[src/design/gb_io_pkg.sv]
`default_nettype none

package gb_io_pkg;

	// --------------------
	// widths with a meaning
	typedef logic [15:0] addr_t;      // cpu address
	typedef logic [7:0]  byte_t;      // data byte
	typedef logic [4:0]  irq_bits_t;  // bit 0 vblank .. bit 4 joypad
	typedef logic [2:0]  wram_bank_t; // svbk bank number
	typedef logic [14:0] wram_addr_t; // physical wram address, 8 banks of 4k
	typedef logic [6:0]  hram_addr_t; // zero page offset

	// --------------------
	// decoded cpu cycle, strobes already active high
	typedef struct packed {
		addr_t addr;
		byte_t wdata;
		logic  rd;
		logic  wr;
		logic  ack; // iorq and m1 together
	} cpu_req_t;

	// one-hot target of the current cycle
	typedef struct packed {
		logic joy;
		logic sb;
		logic sc;
		logic if_reg;
		logic ie;
		logic wram_bank;
		logic wram;
		logic hram;
		logic unmapped;
		logic ack_vec;
	} io_sel_t;

	// --------------------
	// register map
	localparam addr_t ADDR_JOY  = 16'hFF00; // P1
	localparam addr_t ADDR_SB   = 16'hFF01; // serial data
	localparam addr_t ADDR_SC   = 16'hFF02; // serial control
	localparam addr_t ADDR_IF   = 16'hFF0F;
	localparam addr_t ADDR_SVBK = 16'hFF70; // colour mode only
	localparam addr_t ADDR_IE   = 16'hFFFF;

	localparam byte_t IRQ_VECTOR_BASE = 8'h40; // vblank, then +8 per source
	localparam byte_t IRQ_VECTOR_NONE = 8'h55; // ack with nothing pending
	localparam byte_t OPEN_BUS        = 8'hFF;

endpackage

`default_nettype wire

[src/design/gb_irq_ctrl.sv]
`timescale 1ns/1ns
`default_nettype none

module gb_irq_ctrl
	import gb_io_pkg::*;
(
	input  wire           clk_cpu,
	input  wire           reset_r,
	input  wire cpu_req_t req,
	input  wire io_sel_t  sel,
	input  wire           vblank_irq,
	input  wire           lcd_irq,
	input  wire           timer_irq,
	input  wire           serial_irq,
	input  wire           joy_irq,
	output irq_bits_t     if_reg,
	output irq_bits_t     ie,
	output byte_t         vector,
	output logic          irq_n
);

	localparam int NUM_IRQ = $bits(irq_bits_t);

	irq_bits_t src;      // raw event lines, priority order
	irq_bits_t src_d;    // previous cycle, for edge detect
	irq_bits_t pend;     // flagged and enabled
	irq_bits_t ack_mask; // highest priority pending bit
	logic      ack_d;
	logic      ack_end;

	assign src     = {joy_irq, serial_irq, timer_irq, lcd_irq, vblank_irq};
	assign pend    = if_reg & ie;
	assign ack_end = ack_d & ~req.ack; // clear once the ack cycle is over
	assign irq_n   = ~|pend;

	// --------------------
	// priority pick, bit 0 wins
	always_comb begin
		ack_mask = '0;
		vector   = IRQ_VECTOR_NONE;
		for (int i = NUM_IRQ - 1; i >= 0; i--) begin
			if (pend[i]) begin
				ack_mask = irq_bits_t'(1) << i;
				vector   = IRQ_VECTOR_BASE + byte_t'(8 * i); // 40, 48, 50, 58, 60
			end
		end
	end

	// --------------------
	// flag and enable registers
	always_ff @(posedge clk_cpu) begin
		if (reset_r) begin
			if_reg <= '0;
			ie     <= '0;
			src_d  <= '0;
			ack_d  <= 1'b0;
		end else begin
			src_d <= src;
			ack_d <= req.ack;

			// set on rising edge of each source, drop the acked one
			if_reg <= (if_reg | (src & ~src_d)) & ~(ack_end ? ack_mask : '0);

			// cpu writes win over events in the same cycle
			if (req.wr && sel.if_reg)
				if_reg <= req.wdata[NUM_IRQ-1:0];
			if (req.wr && sel.ie)
				ie <= req.wdata[NUM_IRQ-1:0];
		end
	end

endmodule

`default_nettype wire

[config.mk]
export PLATFORM = sky130hd
export DESIGN_NAME = gb_irq_ctrl
export DESIGN_NICKNAME = d
export VERILOG_FILES = /design/src/design/gb_io_pkg.sv /design/src/design/gb_irq_ctrl.sv
export SDC_FILE = /design/constraint.sdc
export NUM_CORES = 1
export LEC_CHECK = 0
export BUFFER_PORTS_ARGS = -buffer_cell sky130_fd_sc_hd__clkbuf_2
export CORE_UTILIZATION = 36
export CTS_CLUSTER_SIZE = 14
export DETAILED_ROUTE_END_ITERATION = 6
export PLACE_DENSITY_LB_ADDON = 0.05
export SYNTH_ARGS = -nofsm -noshare
export SYNTH_HDL_FRONTEND = slang
export SYNTH_SLANG_ARGS = --single-unit
[constraint.sdc]
create_clock -name clk_cpu -period 1.7 [get_ports clk_cpu]
set_input_delay 0.085 -clock clk_cpu [delete_from_list [all_inputs] [get_ports clk_cpu]]
set_output_delay 0.085 -clock clk_cpu [all_outputs]
set_load 0.05 [all_outputs]
== Word level (Yosys, flattened, before mapping) ==
Index checks and enable logic that the tools add are counted.
Word-level totals
  register bits after elaboration: 16
  input port bits: 44
  output and inout bits: 19
  word-level logic and storage cells: 28
Cells by class
  mux-type cells: 12
  bitwise gates (word level): 8
  reduce and logical (&&, ||, !) cells: 4
Operators with widths (count)
  $mux 5: 7
  $mux 8: 4
  $and 5x5->5: 3
  $not 5->5: 2
  $mux 6: 1
  $or 5x5->5: 1
  $reduce_or 5->1: 1
  $logic_and 1x1->1: 2
  $and 1x1->1: 1
  $logic_not 1->1: 1
  $not 1->1: 1

== Longest topological paths before layout ==
Gate-level depths: netlist of run 1.
  word-level depth: 10
  mapped depth: 5

== Worst setup path before layout of run 1 ==
Ideal clock, no wire load.
  path kind: register to output
  start point: register if_reg[1]
  end point: output vector[2]
  arrival: 2.432 ns
  required time: 1.615 ns
  setup slack: -0.817 ns
  stages on the path, launching flop included: 4
  cell sequence: dfxtp_1 -> a22o_4 -> a211oi_1 -> buf_4
Between the ends
  word-level cells in the longest chain between the ends: 3
RTL lines
  start, declared: RTL line gb_irq_ctrl.sv:16  | output irq_bits_t if_reg,
  start signal, assigned: RTL line gb_irq_ctrl.sv:62  | if_reg <= (if_reg | (src & ~src_d)) & ~(ack_end ? ack_mask : '0);
  start signal, assigned: RTL line gb_irq_ctrl.sv:66  | if_reg <= req.wdata[NUM_IRQ-1:0];
  $and 5x5->5: RTL line gb_irq_ctrl.sv:32  | assign pend = if_reg & ie;
  $mux 8 (2 in a row): RTL line gb_irq_ctrl.sv:42  | if (pend[i]) begin
  end, declared: RTL line gb_irq_ctrl.sv:18  | output byte_t vector,
Every way passes these cells.

== Final worst setup path of run 1 ==
  start point: register if_reg[1]
  end point: output vector[0]
Same word-level chain as after synthesis.

==> results.md, run 1 <==
* # diodes at 0
* Die ar. at 2185 µm²
* Combined area of the multi-input logic cells at 360.3 µm²
* Synth Register Bits at 16
* Fin. Hold Viols at 0
* Prevailing post-synth register cell: dfxtp_1
* Seq. cell area at 320.3 µm²
* GRT Resource Usage Total at around 16%
* Routed WL at 1569 µm
* Hold Path Sink: src_d[4]
* Metal-1 WL at 743 µm
* Placed Cells at approximately 140
* Dpl cell area at 870.8 µm²
* R2r worst-path depth at 4
* Sw power at 0.2854 mW
* FF-to-FF End: if_reg[3]
* EDFF count, synth at 0
* Met2 WL at roughly 710 µm
* Final worst path period share at between 80 and 90%
* Peak supply drop at 0.5503 mV
* Final Net Count at 160
* Clock network fraction of total power at 24.4%
* CTS hold repair buffers at 0
* Fillers at slightly above 200
* CP Max Fanout at 5
* Async SR Flop Fraction at 0%
* First-pass GRT wire length at 2408 µm
* Worst hold path cell count at 2
* Die width at 46.74 µm
* Mapped Area at 720.7 µm²
* Post-route minimum period at between 1.5 and 2 ns
* Non-filler instance count after layout at 139
* Clock Latency Late Sink at ~0.29 ns
* Rows at 15
* Fmax at 655.9 MHz
* Min-delay src: joy_irq
* CP required at 1.62 ns
* Leak Pwr at roughly 0.4 nW
* Worst r2r src: if_reg[1]
* Core Region at 1802 µm²
* PortBufs at 31
* CTS root buffer: clkbuf_4
* Setup crit end kind: output pin
* Syn_area_per_cell at 8.380 µm²
* Worst clock skew at 0.004843 ns
* Internal Power at 0.5368 mW
* Wirelength per Cell at 11.29 µm
* Initial Utilization at 40.00%
* Clk buf depth at 2
* H-tree Lvls at 1
* Num ports at 63
* Gr ovfl total at 0
* Hold Path Class: input pin to flop
* Starting DRT DRC Count at 3
* Area Overhead vs Synth at 23.96%
* Clk slew on worst S/H paths at roughly 0.090 ns
* Overall die height at 46.74 µm
* Reg-to-reg slack, setup at 0.43 ns
* Yosys warns at 0
* Remaining DRCs at 0
* Register area share after synthesis at about 44%
* Pins Over Slew Limit at 0
* Setup_tns at 0 ns
* CTS tree: done
* CTS sink cnt at 16
* Metal3 WL at 85 µm
* Via/cell ratio at ~4.9
* Core Util, Final at 49.58%
* Sw frac at 34.71%
* Final instance area at around 890 µm²
* Number of routed nets with antenna violations at 0
* Share of post-route cells with drive strength above 1 at between 30% and 40%
* Pwr/cell area at around 920 nW/µm²
* Outcome: finished, final reports clean
* Post-cts sizing count at 0
* Vias at 676
* Hpwl dp at around 1200 µm
* Largest net degree at the start of global routing at 17
* Post-CTS setup buffer count at 0
* Antenna violations before repair at 0
* Vias in the first global route at ~550
* Arrival time at the worst endpoint at ~1.4 ns
* Max-cap viol count at 0
* Number of distinct library cells after synthesis at 22
* Final Wtd Congestion at roughly 0.72
* Clock buffer count from CTS at 3
* Startpoint Class: flop
* WS Path Type: flop to output pin
* DR top layer: met4
* WHS at 0.01810 ns
* DRT Pass-1 Iters at 4
* Cells after Synth at 86
* Logic pwr share at 24.8%
* Final setup fails at 0
* RSZ-0062 raised after global routing: false
* Reg power frac at 50.7%
-- power by group through the flow --
stage | Sequential, mW | Combinational, mW | Clock [mW]
6_report | 0.417 | 0.204 | 0.201
3_3_place_gp | 0.425 | 0.203 | 0
4_1_cts | 0.417 | 0.206 | 0.206
2_1_floorplan | 0.475 | 0.110 | 0
5_1_grt | 0.420 | 0.219 | 0.224
3_5_place_dp | 0.426 | 0.205 | 0
-- cells by family after synthesis --
family,Yosys count,synth area share (%)
AND/OR/NAND/NOR,40,27.78
AO/OA/AOI/OAI,20,19.27
flip-flops,16,44.44
buffers and inverters,8,7.464
other,2,1.042
-- Yosys cell counts, types with 2 or more instances --
library cell / count / area share (%)
nand2_1: 17 / 8.9
dfxtp_1: 16 / 44
a21oi_1: 11 / 7.6
nor2b_1: 10 / 8.7
nand3_1: 6 / 4.2
buf_4: 4 / 4.2
o221ai_1: 4 / 4.9
a211oi_1: 2 / 2.1
conb_1: 2 / 1.0
nor2_1: 2 / 1.0
-- layer usage --
layer	track usage, %	up-vias
li1	-	344
met4	8.571	0
met1	21.51	302
met2	24.44	25
met3	2.308	5
met5	0	-
-- layout by cell type (no fill, tap or decap), types with 2 or more instances in the layout --
| master | instances |
|---|---|
| clkbuf_2 | 31 |
| nand2_1 | 17 |
| dfxtp_1 | 16 |
| a21oi_1 | 11 |
| nor2b_1 | 10 |
| nand3_1 | 6 |
| o221ai_1 | 4 |
| conb_1 | 3 |
| clkbuf_4 | 3 |
| a211oi_2 | 2 |
| nor2_1 | 2 |
-- final cells by class --
class	count	share of cell area (%)
sequential	16	35.85
timing repair buffer	31	17.37
clock buffer	3	2.521
inverter	1	0.4202
multi-input combinational	63	40.34
tap	25	3.501
-- worst max path at each step --
stage	start	end	slack [ns]	cells past startpoint
floorplan	if_reg[1]	vector[2]	-0.26	3
global placement	if_reg[1]	if_reg[4]	0.44	4
detailed placement	if_reg[1]	if_reg[3]	0.42	4
CTS	if_reg[1]	vector[0]	0.17	3
global route	ie[1]	vector[0]	0.1	3
finish	if_reg[1]	vector[0]	0.18	3
-- stage by stage --
stage / worst slack [ns] / power, mW
after CTS: 0.1714 / 0.8292
after floorplan: -0.2576 / 0.5853
after detailed placement: 0.4223 / 0.6315
after global placement: 0.4397 / 0.6284
final: 0.1754 / 0.8222
after global routing: 0.09829 / 0.8630
-- critical path, cell delays in order, from the launching register on --
cell,delay [ns]
dfxtp_1,0.35
a22o_4,0.29
a211oi_2,0.19
clkbuf_2,0.32
(Power assumes the default switching activity.)
==> run 2, diff against run 1 <==
PLACE_DENSITY = 0.8   (was unset)
PLACE_DENSITY_LB_ADDON = unset   (was 0.05)
TNS_END_PERCENT = 30   (was unset)
==> run 2 against run 1 <==
Net effect:
- clock power up 21%
- critical path depth unchanged
- wire length about the same
- combinational power about the same
- worst setup slack better by 0.0085 ns
- worst hold slack better by 0.010 ns
- clock skew down 0.0011 ns
- critical path type unchanged
- largest power group unchanged
==> results.md, run 2 (synthesized netlist as in run 1, its figures left out) <==
* WS Path Type: flop to output pin
* RSZ-0062 raised after global routing: false
* Clock buffer count from CTS at 3
* Post-route minimum period at 1.516 ns
* Clk slew on worst S/H paths at approximately 0.090 ns
* CTS sink cnt at 16
* CP required at 1.62 ns
* Crit path cell chain: a22o_4 > a211oi_2 > clkbuf_2
* Number of routed nets with antenna violations at 0
* Pins Over Slew Limit at 0
* Fin. Hold Viols at 0
* Remaining DRCs at 0
* Tot Pwr at 0.8655 mW
* Worst setup path start: if_reg[1]
* Peak supply drop at around 0.59 mV
* FF-to-FF End: if_reg[3]
* Pwr/cell area at between 900 and 1000 nW/µm²
* Die width at ~47 µm
* Final Wtd Congestion at 0.7313
* GRT Resource Usage Total at 15.43%
* Outcome: finished, final reports clean
* H-tree Lvls at 1
* Antenna violations before repair at 0
* Fmax at 659.6 MHz
* Most common cell after layout, fill and taps aside: clkbuf_2
* Via/cell ratio at 4.864
* Worst r2r src: if_reg[1]
* Hpwl dp at approximately 1200 µm
* PortBufs at 31
* CP Max Fanout at 5
* CTS tree: done
* Starting DRT DRC Count at 13
* Arrival time at the worst endpoint at 1.43 ns
* Post-cts sizing count at 0
* Rows at 15
* Wirelength per Cell at 11.20 µm
* Post-CTS setup buffer count at 0
* Vias in the first global route at approximately 580
* Vias at just under 700
* Die ar. at 2185 µm²
* Final setup fails at 0
* First-pass GRT wire length at 2366 µm
* CTS root buffer: clkbuf_4
* Max-cap viol count at 0
* Share of post-route cells with drive strength above 1 at 34.78%
* Gr ovfl total at 0
* DRT Pass-1 Iters at 4
* Num ports at 63
* Final Net Count at between 150 and 200
* Startpoint Class: flop
* Commonest cells after routing, fill and taps aside: clkbuf_2, nand2_1, dfxtp_1, a21oi_1, nor2b_1
* Slowest CP cell: dfxtp_1
* Non-filler instance count after layout at 140
* CTS hold repair buffers at 0
* Placed Cells at 136
* Overall die height at 46.74 µm
* Setup crit end kind: output pin
* Clk buf depth at 2
* Area Overhead vs Synth at 25.87%
* Leak Pwr at 0.4069 nW
* Critical Path End: vector[0]
* # diodes at 0
* Worst clock skew at 0.003788 ns
* Final worst path period share at between 80% and 90%
* Clock Latency Late Sink at 0.28 ns
* Initial Utilization at 40.00%
* Hold Path Class: input pin to flop
* Reg-to-reg slack, setup at 0.38 ns
* Delay of the slowest cell on the worst path at 0.36 ns
* Largest net degree at the start of global routing at 17
* Core Region at 1802 µm²
* R2r worst-path depth at 4
* Routed WL at between 1500 and 2000 µm
==> run 2: cell types whose count changed in the layout (fill, tap and decap cells not counted) <==
cell      delta
a21boi_0     +1
a21boi_1     -1
clkbuf_8     +1
==> run 2: final cells by class <==
| class | instances | area [µm²] |
|---|---|---|
| fill | 190 | 894.6 |
| multi-input combinational | 63 | 360.3 |
| sequential | 16 | 320.3 |
| timing repair buffer | 31 | 155.1 |
| clock buffer | 4 | 36.28 |
| tap | 25 | 31.28 |
| inverter | 1 | 3.754 |
==> run 2: metrics by stage <==
stage	hold WS, ns	setup TNS, ns	area [µm²]	setup WS [ns]	utilization (%)
floorplan	0.1566	-0.6207	734.5	-0.3631	-
global placement	0.3075	0	870.8	0.4574	48.33
detailed placement	0.3153	0	870.8	0.4090	48.33
CTS	0.02691	0	907.1	0.1722	50.35
global route	0.03175	0	907.1	0.1158	50.35
finish	0.02814	0	907.1	0.1839	50.35
==> run 2: per-layer routing <==
metal | vias up | share of wire (%) | track usage, %
met1 | 312 | 46 | 19.43
met4 | 0 | 1.0 | 6.857
met2 | 23 | 48 | 25.28
met5 | - | 0 | 0
li1 | 344 | - | -
met3 | 2 | 4.8 | 3.462
==> run 2: worst min path at each step <==
stage / start / endpoint / slack, ns / cells past startpoint
3_5_place_dp: timer_irq / src_d[2] / 0.32 / 2
4_1_cts: timer_irq / src_d[2] / 0.03 / 2
2_1_floorplan: reset_r / ack_d / 0.16 / 1
5_1_grt: lcd_irq / src_d[1] / 0.03 / 2
3_3_place_gp: timer_irq / src_d[2] / 0.31 / 2
6_report: serial_irq / src_d[3] / 0.03 / 2
==> run 2: critical path, delay by kind of cell (launching register included) <==
kind / cells / cell delay (ns)
flops: 1 / 0.36
compound gates: 2 / 0.48
buf+inv: 1 / 0.32
==> run 2: report_power, final <==
part	internal (mW)	switching, mW	total [mW]	leakage, nW
sequential	0.398	0.0195	0.417	0.133
clock	0.130	0.114	0.244	0.0210
combinational	0.0568	0.148	0.205	0.253
==> run 3, diff against run 2 <==
ABC_AREA = 1   (was unset)
PLACE_DENSITY = 0.81   (was 0.8)
==> run 3 against run 2 <==
Net effect:
- via count rose by 3.2%
- clock power rose by 3%
- critical path depth rose by 1
- critical endpoint is now vector[2]
- largest power group unchanged
==> results.md, run 3 <==
* Via/cell ratio at 4.506
* Pins Over Slew Limit at 0
* Synth top area cells: dfxtp_1, nor2_1, nand2_1, o21ai_0, buf_4
* EDFF count, synth at 0
* Hpwl dp at 1201 µm
* Post-route minimum period at 1.438 ns
* Remaining DRCs at 0
* Mapped Area at 705.7 µm²
* Synth Register Bits at 16
* DRT Pass-1 Iters at 4
* Rows at 15
* Cells after Synth at 96
* Max-cap viol count at 0
* Met3 Use GR at 2.353%
* Commonest cells after routing, fill and taps aside: clkbuf_2, nor2_1, nand2_1, dfxtp_1, o21ai_0
* Setup crit end kind: output pin
* Fmax at 695.5 MHz
* Overall die height at between 40 and 50 µm
* Post-CTS setup buffer count at 0
* Vias at 703
* Most common cell after layout, fill and taps aside: clkbuf_2
* CTS tree: done
* Syn_area_per_cell at 7.351 µm²
* CTS sink cnt at 16
* Met2 Track Usage GR at 24.51%
* Synth top area share at 45.39%
* Final Wtd Congestion at 0.7227
* PortBufs at 31
* Cell taking the most area after synthesis: dfxtp_1
* Clk buf depth at 2
* WHS at 0.01013 ns
* Die ar. at ~2100 µm²
* CP required at about 1.6 ns
* CP Max Fanout at 4
* Final worst path period share at 84.58%
* Startpoint Class: flop
* Yosys warns at 0
* Count leader, synth: nor2_1
* Clock buffer count from CTS at 3
* Vias in the first global route at 549
* WS Path Type: flop to output pin
* Starting DRT DRC Count at 10
* H-tree Lvls at 1
* Area Overhead vs Synth at 32.80%
* Antenna violations before repair at 0
* Largest net degree at the start of global routing at 11
* Fin. Hold Viols at 0
* Arrival time at the worst endpoint at about 1.4 ns
* Core Region at 1783 µm²
* First-pass GRT wire length at 2214 µm
* Core Util, Final at 52.56%
* Final Net Count at 176
* Clock Latency Late Sink at 0.29 ns
* # diodes at 0
* Die width at 46.28 µm
* Wirelength per Cell at 9.872 µm
* Pwr/cell area at a little under 1000 nW/µm²
* GR peak layer: met2
* Commonest cells in the netlist: nor2_1, dfxtp_1, nand2_1, o21ai_0, inv_1
* CTS root buffer: clkbuf_4
* Final setup fails at 0
* Grt met1 use at 17.81%
* Final instance area at 937.1 µm²
* Number of routed nets with antenna violations at 0
* Register area share after synthesis at a little under half
* Share of post-route cells with drive strength above 1 at 32.82%
* Peak supply drop at ~0.33 mV
* Initial Utilization at roughly 40%
* Prevailing post-synth register cell: dfxtp_1
* Outcome: finished, final reports clean
* Clk slew on worst S/H paths at 0.09 ns
* Hold Path Class: input pin to flop
* Leak Pwr at 0.5026 nW
* RSZ-0062 raised after global routing: false
* Dpl cell area at between 800 and 900 µm²
* Routed WL at roughly 1500 µm
* GRT Resource Usage Total at 15.29%
* Num ports at 63
* Worst clock skew at 0.003558 ns
* Async SR Flop Fraction at 0%
* Gr ovfl total at 0
* Number of distinct library cells after synthesis at 18
-- run 3: layer usage --
| metal | wire, µm | vias to the layer above | share of wire (%) |
|---|---|---|---|
| li1 | - | 369 | - |
| met1 | 685 | 298 | 44 |
| met2 | 732 | 32 | 48 |
| met3 | 77 | 4 | 5.0 |
| met4 | 44 | 0 | 2.9 |
| met5 | 0 | - | 0 |
-- run 3: cells by family after synthesis --
logic type	share of synthesized area (%)
AO/OA/AOI/OAI	17.02
other	1.064
AND/OR/NAND/NOR	26.95
flip-flops	45.39
buffers and inverters	9.575
-- run 3: final cells by class --
| type | count | area (µm²) |
|---|---|---|
| fill | 174 | 845.8 |
| multi-input combinational | 67 | 326.6 |
| sequential | 16 | 320.3 |
| timing repair buffer | 34 | 185.2 |
| inverter | 10 | 37.54 |
| clock buffer | 4 | 36.28 |
| tap | 25 | 31.28 |
-- run 3: stage by stage --
step / setup WS (ns) / cells / total power [mW] / setup TNS, ns
floorplan: -0.2985 / 97 / 0.6289 / -0.7548
global placement: 0.6121 / 149 / 0.6785 / 0
detailed placement: 0.5914 / 149 / 0.6839 / 0
CTS: 0.2640 / 154 / 0.9330 / 0
global route: 0.1715 / 156 / 0.9770 / 0
finish: 0.2622 / 156 / 0.9313 / 0
-- run 3: power by group --
| group | switching [mW] | total, mW | internal [mW] |
|---|---|---|---|
| Clock | 0.121 | 0.252 | 0.130 |
| Combinational | 0.195 | 0.262 | 0.0679 |
| Sequential | 0.0163 | 0.417 | 0.401 |
-- run 3: repair_timing --
action | in CTS | in global routing
resized for setup | 0 | 0
endpoints found under the hold margin | 1 | 2
hold buffers | 1 | 2
-- run 3: path summary, 6_finish.rpt --
check                                from         to  slack (ns)  cells after the start
worst max-delay path                ie[2]  vector[2]        0.26                      4
worst min-delay path              joy_irq   src_d[4]        0.01                      3
worst max register to register  if_reg[0]  if_reg[2]        0.71                      6
worst min register to register      ie[2]      ie[2]        0.52                      2
-- run 3: critical path: stages (launching register included) --
cell and delay (ns):
dfxtp_1 0.33, nand2_1 0.09, nand2_1 0.11, nor3b_2 0.23
clkbuf_2 0.31
